===== src/hw/branch_pkg.sv =====
package branch_pkg;

  // program counter width in instruction words.
  localparam int ADDR_WIDTH = 16;

  typedef enum logic [3:0] {
    JMP_OP_NOP = 4'd0,
    JMP_OP_J   = 4'd1,
    JMP_OP_JR  = 4'd2,
    JMP_OP_JEQ = 4'd3,
    JMP_OP_JNE = 4'd4,
    JMP_OP_JL  = 4'd5,
    JMP_OP_JLE = 4'd6,
    JMP_OP_JG  = 4'd7,
    JMP_OP_JGE = 4'd8,
    JMP_OP_JZ  = 4'd9,
    JMP_OP_JNZ = 4'd10
  } jump_op_e;

  typedef struct packed {
    logic zero;
    logic less;
    logic greater;
  } alu_flags_t;

  // one bit per pipeline register.
  typedef struct packed {
    logic pc;
    logic if_id;
    logic id_ex;
    logic ex_mem;
  } flush_mask_t;

  localparam flush_mask_t FLUSH_NONE   = 4'b0000;
  localparam flush_mask_t FLUSH_EX_MEM = 4'b0001;
  localparam flush_mask_t FLUSH_ALL    = 4'b1111;

  typedef struct packed {
    jump_op_e               jop;
    alu_flags_t             flags;
    logic [ADDR_WIDTH-1:0]  pc;
    logic [ADDR_WIDTH-1:0]  reg_address;
    logic [ADDR_WIDTH-1:0]  imm_address;
    logic                   predicted_taken;
  } ex_branch_t;

  typedef struct packed {
    flush_mask_t            flush;
    logic [ADDR_WIDTH-1:0]  jump_address;
  } redirect_t;

  typedef struct packed {
    logic                   resolved;
    logic                   mispredict;
    logic                   taken;
    logic [ADDR_WIDTH-1:0]  key;
    logic [ADDR_WIDTH-1:0]  target;
  } lut_update_t;

  typedef struct packed {
    logic                   taken;
    logic [ADDR_WIDTH-1:0]  target;
  } predict_t;

  // true for the ops that depend on the alu flags.
  function automatic logic is_cond_jump(jump_op_e jop);
    case (jop)
      JMP_OP_JEQ, JMP_OP_JNE, JMP_OP_JL, JMP_OP_JLE,
      JMP_OP_JG, JMP_OP_JGE, JMP_OP_JZ, JMP_OP_JNZ: return 1'b1;
      default: return 1'b0;
    endcase
  endfunction

endpackage


===== src/hw/apb_pkg.sv =====
package apb_pkg;

  typedef struct packed {
    logic        psel;
    logic        penable;
    logic        pwrite;
    logic [7:0]  paddr;
    logic [31:0] pwdata;
  } apb_req_t;

  typedef struct packed {
    logic        pready;
    logic [31:0] prdata;
    logic        pslverr;
  } apb_rsp_t;

  // register map of the branch control block.
  localparam logic [7:0] REG_CTRL       = 8'h00;
  localparam logic [7:0] REG_RESOLVED   = 8'h04;
  localparam logic [7:0] REG_MISPREDICT = 8'h08;

  // ctrl fields, clear is write only.
  localparam int CTRL_ENABLE_BIT = 0;
  localparam int CTRL_CLEAR_BIT  = 1;

endpackage


===== src/hw/branch_resolve.sv =====
`timescale 1ns/1ps

module branch_resolve (
  input  branch_pkg::ex_branch_t  ex_branch,
  output branch_pkg::redirect_t   redirect,
  output branch_pkg::lut_update_t lut_update
);

  import branch_pkg::*;

  logic                  cond;
  logic                  conditional;
  logic                  mispredict;
  flush_mask_t           flush;
  logic [ADDR_WIDTH-1:0] jump_address;

  // branch condition from the alu flags.
  always_comb begin
    case (ex_branch.jop)
      JMP_OP_JEQ: cond = ex_branch.flags.zero;
      JMP_OP_JNE: cond = !ex_branch.flags.zero;
      JMP_OP_JL:  cond = ex_branch.flags.less;
      JMP_OP_JLE: cond = ex_branch.flags.less | ex_branch.flags.zero;
      JMP_OP_JG:  cond = ex_branch.flags.greater;
      JMP_OP_JGE: cond = ex_branch.flags.greater | ex_branch.flags.zero;
      JMP_OP_JZ:  cond = ex_branch.flags.zero;
      JMP_OP_JNZ: cond = !ex_branch.flags.zero;
      default:    cond = 1'b0;
    endcase
  end

  assign conditional = is_cond_jump(ex_branch.jop);

  // fetch guessed wrong, everything behind execute is on the wrong path.
  assign mispredict = conditional && (cond != ex_branch.predicted_taken);

  always_comb begin
    case (ex_branch.jop)
      JMP_OP_NOP: flush = FLUSH_NONE;
      // direct jump target is known early, only the slot after execute is squashed.
      JMP_OP_J:   flush = FLUSH_EX_MEM;
      JMP_OP_JR:  flush = FLUSH_ALL;
      default: begin
        if (!conditional) begin
          flush = FLUSH_NONE;
        end else if (mispredict) begin
          flush = FLUSH_ALL;
        end else if (cond) begin
          flush = FLUSH_EX_MEM;
        end else begin
          flush = FLUSH_NONE;
        end
      end
    endcase
  end

  always_comb begin
    if (ex_branch.jop == JMP_OP_JR) begin
      jump_address = ex_branch.reg_address;
    end else if (conditional && !cond && ex_branch.predicted_taken) begin
      // predicted taken but falls through.
      jump_address = ex_branch.pc + 1'b1;
    end else begin
      jump_address = ex_branch.imm_address;
    end
  end

  assign redirect = '{
    flush:        flush,
    jump_address: jump_address
  };

  // learning record for the table and the counters.
  assign lut_update = '{
    resolved:   conditional,
    mispredict: mispredict,
    taken:      cond,
    key:        ex_branch.pc,
    target:     ex_branch.imm_address
  };

endmodule


===== src/hw/branch_lut.sv =====
`timescale 1ns/1ps

module branch_lut #(
  parameter int LUT_INDEX_BITS = 4
) (
  input  logic                              clk,
  input  logic                              rst_n,
  input  logic                              enable,
  input  logic                              clear,
  input  branch_pkg::lut_update_t           lut_update,
  input  logic [branch_pkg::ADDR_WIDTH-1:0] fetch_pc,
  output branch_pkg::predict_t              predict
);

  import branch_pkg::*;

  localparam int DEPTH    = 1 << LUT_INDEX_BITS;
  localparam int TAG_BITS = ADDR_WIDTH - LUT_INDEX_BITS;

  logic [DEPTH-1:0]      valid_q;
  logic [TAG_BITS-1:0]   tag_q    [DEPTH];
  logic [ADDR_WIDTH-1:0] target_q [DEPTH];

  logic [LUT_INDEX_BITS-1:0] rd_index;
  logic [TAG_BITS-1:0]       rd_tag;
  logic [LUT_INDEX_BITS-1:0] wr_index;
  logic [TAG_BITS-1:0]       wr_tag;
  logic                      wr_tag_hit;
  logic                      learn;
  logic                      forget;

  // fetch side lookup.
  assign rd_index = fetch_pc[LUT_INDEX_BITS-1:0];
  assign rd_tag   = fetch_pc[ADDR_WIDTH-1:LUT_INDEX_BITS];

  assign predict.taken  = enable && valid_q[rd_index] && (tag_q[rd_index] == rd_tag);
  assign predict.target = target_q[rd_index];

  // update side, only mispredicts change the table.
  assign wr_index   = lut_update.key[LUT_INDEX_BITS-1:0];
  assign wr_tag     = lut_update.key[ADDR_WIDTH-1:LUT_INDEX_BITS];
  assign wr_tag_hit = tag_q[wr_index] == wr_tag;

  assign learn  = !clear && lut_update.mispredict && lut_update.taken;
  assign forget = !clear && lut_update.mispredict && !lut_update.taken && wr_tag_hit;

  always_ff @(posedge clk or negedge rst_n) begin
    if (!rst_n) begin
      valid_q <= '0;
    end else if (clear) begin
      valid_q <= '0;
    end else if (learn) begin
      valid_q[wr_index] <= 1'b1;
    end else if (forget) begin
      valid_q[wr_index] <= 1'b0;
    end
  end

  always_ff @(posedge clk) begin
    if (learn) begin
      tag_q[wr_index]    <= wr_tag;
      target_q[wr_index] <= lut_update.target;
    end
  end

endmodule


===== src/hw/branch_csr.sv =====
`timescale 1ns/1ps

module branch_csr #(
  parameter int COUNT_WIDTH = 16
) (
  input  logic                    clk,
  input  logic                    rst_n,
  input  apb_pkg::apb_req_t       apb_req,
  output apb_pkg::apb_rsp_t       apb_rsp,
  input  branch_pkg::lut_update_t lut_update,
  output logic                    enable,
  output logic                    clear
);

  import apb_pkg::*;

  logic                   access;
  logic                   mapped;
  logic                   wr_ctrl;
  logic                   wr_resolved;
  logic                   wr_mispredict;
  logic [31:0]            rdata;
  logic                   enable_q;
  logic                   clear_q;
  logic [COUNT_WIDTH-1:0] resolved_q;
  logic [COUNT_WIDTH-1:0] mispredict_q;

  // no wait states, access phase always completes.
  assign access = apb_req.psel && apb_req.penable;

  always_comb begin
    case (apb_req.paddr)
      REG_CTRL, REG_RESOLVED, REG_MISPREDICT: mapped = 1'b1;
      default: mapped = 1'b0;
    endcase
  end

  assign wr_ctrl       = access && apb_req.pwrite && (apb_req.paddr == REG_CTRL);
  assign wr_resolved   = access && apb_req.pwrite && (apb_req.paddr == REG_RESOLVED);
  assign wr_mispredict = access && apb_req.pwrite && (apb_req.paddr == REG_MISPREDICT);

  always_ff @(posedge clk or negedge rst_n) begin
    if (!rst_n) begin
      enable_q <= 1'b1;
      clear_q  <= 1'b0;
    end else begin
      clear_q <= wr_ctrl && apb_req.pwdata[CTRL_CLEAR_BIT];
      if (wr_ctrl) begin
        enable_q <= apb_req.pwdata[CTRL_ENABLE_BIT];
      end
    end
  end

  // saturating counters, a software write zeroes them and wins over counting.
  always_ff @(posedge clk or negedge rst_n) begin
    if (!rst_n) begin
      resolved_q   <= '0;
      mispredict_q <= '0;
    end else begin
      if (wr_resolved) begin
        resolved_q <= '0;
      end else if (lut_update.resolved && (resolved_q != '1)) begin
        resolved_q <= resolved_q + 1'b1;
      end
      if (wr_mispredict) begin
        mispredict_q <= '0;
      end else if (lut_update.resolved && lut_update.mispredict && (mispredict_q != '1)) begin
        mispredict_q <= mispredict_q + 1'b1;
      end
    end
  end

  always_comb begin
    case (apb_req.paddr)
      REG_CTRL:       rdata = 32'(enable_q);
      REG_RESOLVED:   rdata = 32'(resolved_q);
      REG_MISPREDICT: rdata = 32'(mispredict_q);
      default:        rdata = '0;
    endcase
  end

  assign apb_rsp.pready  = access;
  assign apb_rsp.prdata  = (access && !apb_req.pwrite) ? rdata : '0;
  assign apb_rsp.pslverr = access && !mapped;

  assign enable = enable_q;
  assign clear  = clear_q;

endmodule


===== src/hw/branch_predict_top.sv =====
`timescale 1ns/1ps

module branch_predict_top #(
  parameter int LUT_INDEX_BITS = 4,
  parameter int COUNT_WIDTH    = 16
) (
  input  logic                              clk,
  input  logic                              rst_n,
  input  logic [branch_pkg::ADDR_WIDTH-1:0] fetch_pc,
  output branch_pkg::predict_t              predict,
  input  branch_pkg::ex_branch_t            ex_branch,
  output branch_pkg::redirect_t             redirect,
  input  apb_pkg::apb_req_t                 apb_req,
  output apb_pkg::apb_rsp_t                 apb_rsp
);

  import branch_pkg::*;

  lut_update_t lut_update;
  logic        enable;
  logic        clear;

  branch_resolve u_branch_resolve (
    .ex_branch  (ex_branch),
    .redirect   (redirect),
    .lut_update (lut_update)
  );

  // prediction table for the fetch stage.
  branch_lut #(
    .LUT_INDEX_BITS (LUT_INDEX_BITS)
  ) u_branch_lut (
    .clk        (clk),
    .rst_n      (rst_n),
    .enable     (enable),
    .clear      (clear),
    .lut_update (lut_update),
    .fetch_pc   (fetch_pc),
    .predict    (predict)
  );

  branch_csr #(
    .COUNT_WIDTH (COUNT_WIDTH)
  ) u_branch_csr (
    .clk        (clk),
    .rst_n      (rst_n),
    .apb_req    (apb_req),
    .apb_rsp    (apb_rsp),
    .lut_update (lut_update),
    .enable     (enable),
    .clear      (clear)
  );

endmodule


===== config.mk =====
export PLATFORM = sky130hd
export DESIGN_NAME = branch_predict_top
export DESIGN_NICKNAME = d
export VERILOG_FILES = /design/src/hw/branch_pkg.sv /design/src/hw/apb_pkg.sv /design/src/hw/branch_resolve.sv /design/src/hw/branch_lut.sv /design/src/hw/branch_csr.sv /design/src/hw/branch_predict_top.sv
export SDC_FILE = /design/constraint.sdc
export NUM_CORES = 1
export LEC_CHECK = 0
export BUFFER_PORTS_ARGS = -buffer_cell sky130_fd_sc_hd__buf_2
export CAP_MARGIN = 10
export CELL_PAD_IN_SITES_DETAIL_PLACEMENT = 2
export CELL_PAD_IN_SITES_GLOBAL_PLACEMENT = 2
export CORE_UTILIZATION = 49
export CTS_CLUSTER_DIAMETER = 100
export DETAILED_ROUTE_END_ITERATION = 12
export GPL_ROUTABILITY_DRIVEN = 0
export PLACE_DENSITY_LB_ADDON = 0.15
export REMOVE_ABC_BUFFERS = 1
export SYNTH_ARGS = -nofsm -noshare
export SYNTH_HDL_FRONTEND = slang
export SYNTH_HIERARCHICAL = 1
export SYNTH_SLANG_ARGS = --single-unit

===== constraint.sdc =====
create_clock -name clk -period 3.9 [get_ports clk]
set_input_delay 0.195 -clock clk [delete_from_list [all_inputs] [get_ports clk]]
set_output_delay 0.195 -clock clk [all_outputs]
set_load 0.02 [all_outputs]

# ---- Word level (Yosys, flattened, before mapping)
# Memory sizes are Yosys's and may differ from the RTL's.
# Index checks and enable logic that the tools add are counted.
dict set report totals {
  wordCells 93
  out_inout_bits 71
  mem_bits_rw 448
  latch_bits 0
  mem_count 3
  in_bits 117
  rom_bits 16
  register_bits 50
}
# memory depth width read_ports rd_clocked_by_memory_dff write_ports line_no
set memory_table {}
lappend memory_table {u_branch_lut.target_q 16 16 1 0 1 branch_lut.sv:22} ;# logic [ADDR_WIDTH-1:0] target_q [DEPTH];
lappend memory_table {u_branch_lut.tag_q 16 12 2 0 1 branch_lut.sv:21} ;# logic [TAG_BITS-1:0] tag_q [DEPTH];
lappend memory_table {{(no name shown)} 16 1 1 0 0 branch_pkg.sv:67} ;# case (jop)
dict set report op_classes {
  n_lt_le_gt_ge 3
  muxes 23
  n_mul 0
  reduce_logical 34
  eq_ne 17
  div 0
  n_addsub 3
  bitwise 5
  shift 0
}
# operator n
set ops {}
lappend ops {{2-to-1 mux 16 bit} 10}
lappend ops {{adder 16 x 1 -> 16 bit (second input constant)} 3}
lappend ops {{case mux 16 bit (3 select lines)} 1}
lappend ops {{inequality test 16 bit (second input constant)} 2}
lappend ops {{equality test 12 bit} 2}
lappend ops {{logical AND 1 bit} 21}
lappend ops {{bitwise AND 16 bit} 1}
lappend ops {{equality test 4 x 3 -> 1 bit (second input constant)} 4}
lappend ops {{inverter 16 bit} 1}
lappend ops {{OR 16 bit} 1}
lappend ops {{equality test 4 bit (second input constant)} 3}
lappend ops {{case mux 4 bit (3 select lines)} 1}
lappend ops {{< comparator 4 x 5 -> 1 bit (second input constant)} 2}
lappend ops {{equality test 4 x 2 -> 1 bit (second input constant)} 2}
lappend ops {{equality test 8 x 3 -> 1 bit (second input constant)} 1}
lappend ops {{equality test 8 x 4 -> 1 bit (second input constant)} 1}
lappend ops {{zero test 8 bit} 1}
lappend ops {{2-to-1 mux 4 bit} 2}
lappend ops {{2-to-1 mux 1 bit} 6}
lappend ops {{case mux 1 bit (6 select lines)} 1}
lappend ops {{zero test 1 bit} 5}
lappend ops {{binary-select mux 1 bit (select 4 bit)} 1}
lappend ops {{demux 1 bit (select 4 bit)} 1}
lappend ops {{equality test 4 x 1 -> 1 bit (second input constant)} 1}
lappend ops {{8 further kinds} 11}

# ---- Longest topological paths before layout
dict set report depth {
  depth_word 11
  mapped_depth 13
  depth_no_buf 9
}

# ---- Hierarchy
# The synthesis kept the hierarchy.
# mod instances cells_each area_per_inst_um2 seq_area_each_um2
set by_module_without_submodules {}
lappend by_module_without_submodules {branch_lut 1 933 20026.7 13853.3}
lappend by_module_without_submodules {branch_csr 1 278 2363.5 852.1}
lappend by_module_without_submodules {branch_resolve 1 160 1163.6 0.0}

# ---- Worst setup path after synthesis
# Ideal clock, no wire load.
dict set report synth_path {
  kind {input to register}
  start {in ex_branch[52] in the netlist's numbering}
  end {mem u_branch_lut/tag_q[6][0] in the netlist's numbering, enable pin}
  t_required_ps 3486
  stages 10
  setup_ps 414
  path_buffers 3
  setup_slack_ps 440
  arrival_time_ps 3045
  path_cell_list {buf_6 > or3b_1 > a211o_1 > o211a_1 > o21bai_1 > buf_4 > and3_1 > clkbuf_1 > nand2_1 > nor2_1}
}
dict set report synth_between {
  elab_chain_cells 9
  word_cells_on_any_way 18
  cone_classes {eq/ne (9); mux (3); reduce/logical (5); memory (1)}
}
# item line_no
set synth_lines {}
lappend synth_lines {{from (decl)} branch_predict_top.sv:11} ;# input branch_pkg::ex_branch_t ex_branch,
lappend synth_lines {{equality test 4 x 3 -> 1 bit (tied with other cells)} branch_resolve.sv:19} ;# case (ex_branch.jop)
lappend synth_lines {{OR reduction 2 bit (no line)} n/a}
lappend synth_lines {{case mux 1 bit (6 select lines)} branch_resolve.sv:19}
lappend synth_lines {{inequality test 1 bit} branch_resolve.sv:35} ;# assign mispredict = conditional && (cond != ex_branch.predicted_taken);
lappend synth_lines {{logical AND 1 bit *} branch_resolve.sv:35}
lappend synth_lines {{via u_branch_resolve.mispredict} branch_resolve.sv:13} ;# logic mispredict;
lappend synth_lines {{logical AND 1 bit * (2 in series)} branch_lut.sv:44} ;# assign learn = !clear && lut_update.mispredict && lut_update.taken;
lappend synth_lines {{2-to-1 mux 1 bit *} branch_lut.sv:60} ;# if (learn) begin
lappend synth_lines {{2-to-1 mux 1 bit (not written as such) *} branch_lut.sv:61} ;# tag_q[wr_index] <= wr_tag;
lappend synth_lines {{to (decl)} branch_lut.sv:21}
# Mark *: on every way through the listed nets, which the timed path passes. The rest lies on a longest branch.

==> results.sh <==
export IMPL_status="completed"
export IMPL_ys_ff_latch=498
export IMPL_slew_limit_headroom=0.3092
export IMPL_clkLatencyLatePin_ps=650
export IMPL_fin_skew_ps=56.63
export IMPL_p_leak_nw=9.007
export IMPL_setup_violations=0
export IMPL_cts_buffer_depth=3
export IMPL_grt_setup_unrepaired="false"
export IMPL_portBuffers=141
export IMPL_reg2reg_from="u_branch_lut/tag_q[13][0]"
export IMPL_synth_simple_area_share=0.06088
export IMPL_timing_rr_end="u_branch_lut/valid_q[14]"
export IMPL_min_period_ps=3423
export IMPL_synth_area_mm2=0.02355
export IMPL_maxCapViolations=0
export IMPL_synth_edf_count=448
export IMPL_grt_pass1_wl_um=115900
export IMPL_end_kind="output pin"
export IMPL_wl_per_cell_um=36.88
export IMPL_grt_total_usage=0.3334
export IMPL_insertedDiodeCount=0
export IMPL_vias_per_cell=6.853
export IMPL_yosysWarnings=6
export IMPL_hold_end="u_branch_lut/tag_q[1][6]"
export IMPL_crit_arrival_ps=3230
export IMPL_antenna_found_initial=1
export IMPL_synth_top_family_by_area="multiplexers"
export IMPL_intPower_mw=9.392
export IMPL_ios=188
export IMPL_drv_slew=0
export IMPL_post_cts_setup_buffers=0
export IMPL_path_max_fanout=2
export IMPL_async_flop_share=0.1004
export IMPL_cpMostUsedCell="mux4_2"
export IMPL_swShare=0.2511
export IMPL_dieArea_mm2=0.04895
export IMPL_p_comb_frac=0.095
export IMPL_seqPwrFrac=0.479
export IMPL_synthAdderAreaFrac=0.001594
export IMPL_initial_core_util=0.5017
export IMPL_drt_first_pass_iters=5
export IMPL_nNetsFinal=1641
export IMPL_drc=0
export IMPL_synth_area_leaders="edfxtp_1, mux4_2, dfrtp_1"
export IMPL_cp_num_buf_inv=1
export IMPL_dr_first_iter_drc_count=1468
export IMPL_rows=79
export IMPL_synth_largest_area_cell="edfxtp_1"
export IMPL_hold_depth=1
export IMPL_nFillCells=3920
export IMPL_cp_top_family="multiplexers"
export IMPL_cts_sinks=498
export IMPL_grt_max_degree=69
export IMPL_crit_slowest_cell="mux4_2"
export IMPL_die_x_um=221.2
export IMPL_syn_mean_instance_area_um2=17.18
export IMPL_worst_pin_slew_ps=1027
export IMPL_fp_coreArea_mm2=0.04695
export IMPL_synth_compound_area_share=0.05525
export IMPL_finalCritPeriodShare=0.8777
export IMPL_critPathRequiredTime_ps=3700
export IMPL_startpoint_type="flop"
export IMPL_whs_ps=19.41
export IMPL_slowest_delay_ps=510
export IMPL_dpl_hpwl_um=47010
export IMPL_wirelength_um=80110
export IMPL_cts_tree="built"
export IMPL_grt_pass1_vias=16200
export IMPL_fmax_mhz=292.1
export IMPL_final_layout_size_suffix_gt1_frac=0.3272
export IMPL_area_growth_synth_to_final_pct=14.32
export IMPL_rr_worst_depth=7
export IMPL_cts_resized=0
export IMPL_synth_top_area_frac=0.5712
export IMPL_synth_xor_area_frac=0.01673
export IMPL_power_density_mw_per_mm2=465.7
export IMPL_numCtsBuffers=52
export IMPL_cp_cell_sequence="mux4_2 > mux4_2 > xnor2_1 > nand3_1 > nor4_1 > buf_2"
export IMPL_cp_depth=6
export IMPL_tns_ps=0
export IMPL_ys_types=77
export IMPL_overflow=0
export IMPL_hold_start="ex_branch[43]"
export IMPL_ir_drop_mv=0.4328
export IMPL_crit_type="flop to output pin"
export IMPL_vias=14890
export IMPL_power_frac_clock=0.426
export IMPL_p_sw_mw=3.149
export IMPL_cts_max_level=2
export IMPL_synthFlopType="edfxtp_1"
export IMPL_fp_dieH_um=221.2
export IMPL_cts_root_buf="clkbuf_16"
export IMPL_syn_inst=1371
export IMPL_hold_viol_final=0
export IMPL_min_path_type="input port to flop"
export IMPL_muxShareOfSynthArea=0.2024
export IMPL_rrSetupSlack_ps=780
export IMPL_ys_seq_area_frac=0.6243
export IMPL_ant_nets=0
export IMPL_clkTransAtPathRegs_ps=70
## registers in the layout, summed over array words and instances, names as in the netlist
name,cells
u_branch_lut/tag_q,192
u_branch_csr/mispredict_q,16
u_branch_csr/enable,1
u_branch_lut/valid_q,16
u_branch_lut/target_q,256
u_branch_csr/resolved_q,16
u_branch_csr/clear,1
## cell usage in the layout (no fill, tap or decap), types with 40 or more instances in the layout
cell and instances:
a21oi_1 60, buf_2 139, buf_4 46, clkbuf_16 53, dfrtp_1 49, edfxtp_1 448, mux2i_1 51, mux4_2 174
nand2_1 53, nor2_1 40
## cells in the mapped netlist, types with 9 or more instances
master and n:
o41ai_2 11, a22oi_1 26, nand2_1 53, nand4_1 18
buf_4 61, buf_2 28, o21ai_0 12, mux2i_1 51
mux4_2 174, o21ai_1 13, nor2_1 56, clkbuf_1 31
edfxtp_1 448, inv_1 13, nor3_1 10, nor4_1 10
mux4_1 12, dfrtp_1 49, and4_1 9, nand3_1 26
xor2_1 19, or3_1 9, o31ai_1 13, or4_1 14
xnor2_1 26, a21oi_1 60
## power by group through the flow
stage | Combinational [mW] | Clock, mW | Sequential [mW]
2_1_floorplan | 0.595 | 0 | 6.06
3_3_place_gp | 1.09 | 0 | 6.10
3_5_place_dp | 1.15 | 0 | 6.11
4_1_cts | 1.20 | 5.40 | 6.00
5_1_grt | 1.27 | 5.55 | 6.01
6_report | 1.20 | 5.34 | 6.00
## metal layers
layer / wire, µm / part of all wire / up-vias / track usage
met5: 8 / 0.00010 / - / 0
met4: 3638 / 0.045 / 2 / 0.1532
met3: 6024 / 0.075 / 201 / 0.06971
met2: 40320 / 0.50 / 778 / 0.5579
met1: 30120 / 0.38 / 8013 / 0.4187
li1: - / - / 5891 / -
## cell type report
| type | count | area (µm²) | area share |
|---|---|---|---|
| Clock inverter | 38 | 462.9 | 0.01719 |
| Multi-Input combinational cell | 738 | 8125 | 0.3018 |
| Sequential cell | 498 | 14710 | 0.5461 |
| Inverter | 15 | 56.30 | 0.002091 |
| Tap cell | 607 | 759.5 | 0.02820 |
| Clock buffer | 60 | 1353 | 0.05023 |
| Timing Repair Buffer | 216 | 1465 | 0.05441 |
## logic make-up after synthesis
logic type / after synthesis
fa+ha+maj: 3
xor+xnor: 45
mux: 239
simple gates: 257
buf+inv: 150
compound gates: 178
flops: 498
other cells: 1
## metrics by stage
stage                     cell area [µm²]  setup slack (ps)  instances  power, mW  utilization
final                               26930             476.9       2172      12.54       0.5735
after global routing                26930             402.1       2172      12.82       0.5735
after CTS                           26930             448.7       2172      12.60       0.5735
after detailed placement            24920             242.4       2055      7.257       0.5308
after global placement              24920             502.6       2055      7.190       0.5308
after floorplan                     22760             3.044       1251      6.659            -
## timing repair
| item | 4_1_cts | 5_1_grt |
|---|---|---|
| setup endpoints to repair | 0 | 0 |
| hold endpoints to repair | 306 | 0 |
| hold buffers | 19 | 0 |
## worst max path at each step
stage,startpoint,endpoint,slack [ps]
finish,u_branch_lut/tag_q[11][1],predict[16],480
global route,ex_branch[34],redirect[12],400
CTS,ex_branch[34],redirect[12],450
detailed placement,ex_branch[52],u_branch_lut/target_q[0][14],240
global placement,ex_branch[52],u_branch_lut/target_q[0][15],500
floorplan,ex_branch[52],u_branch_lut/tag_q[6][0],3
Power figures use the tool's default switching activity.
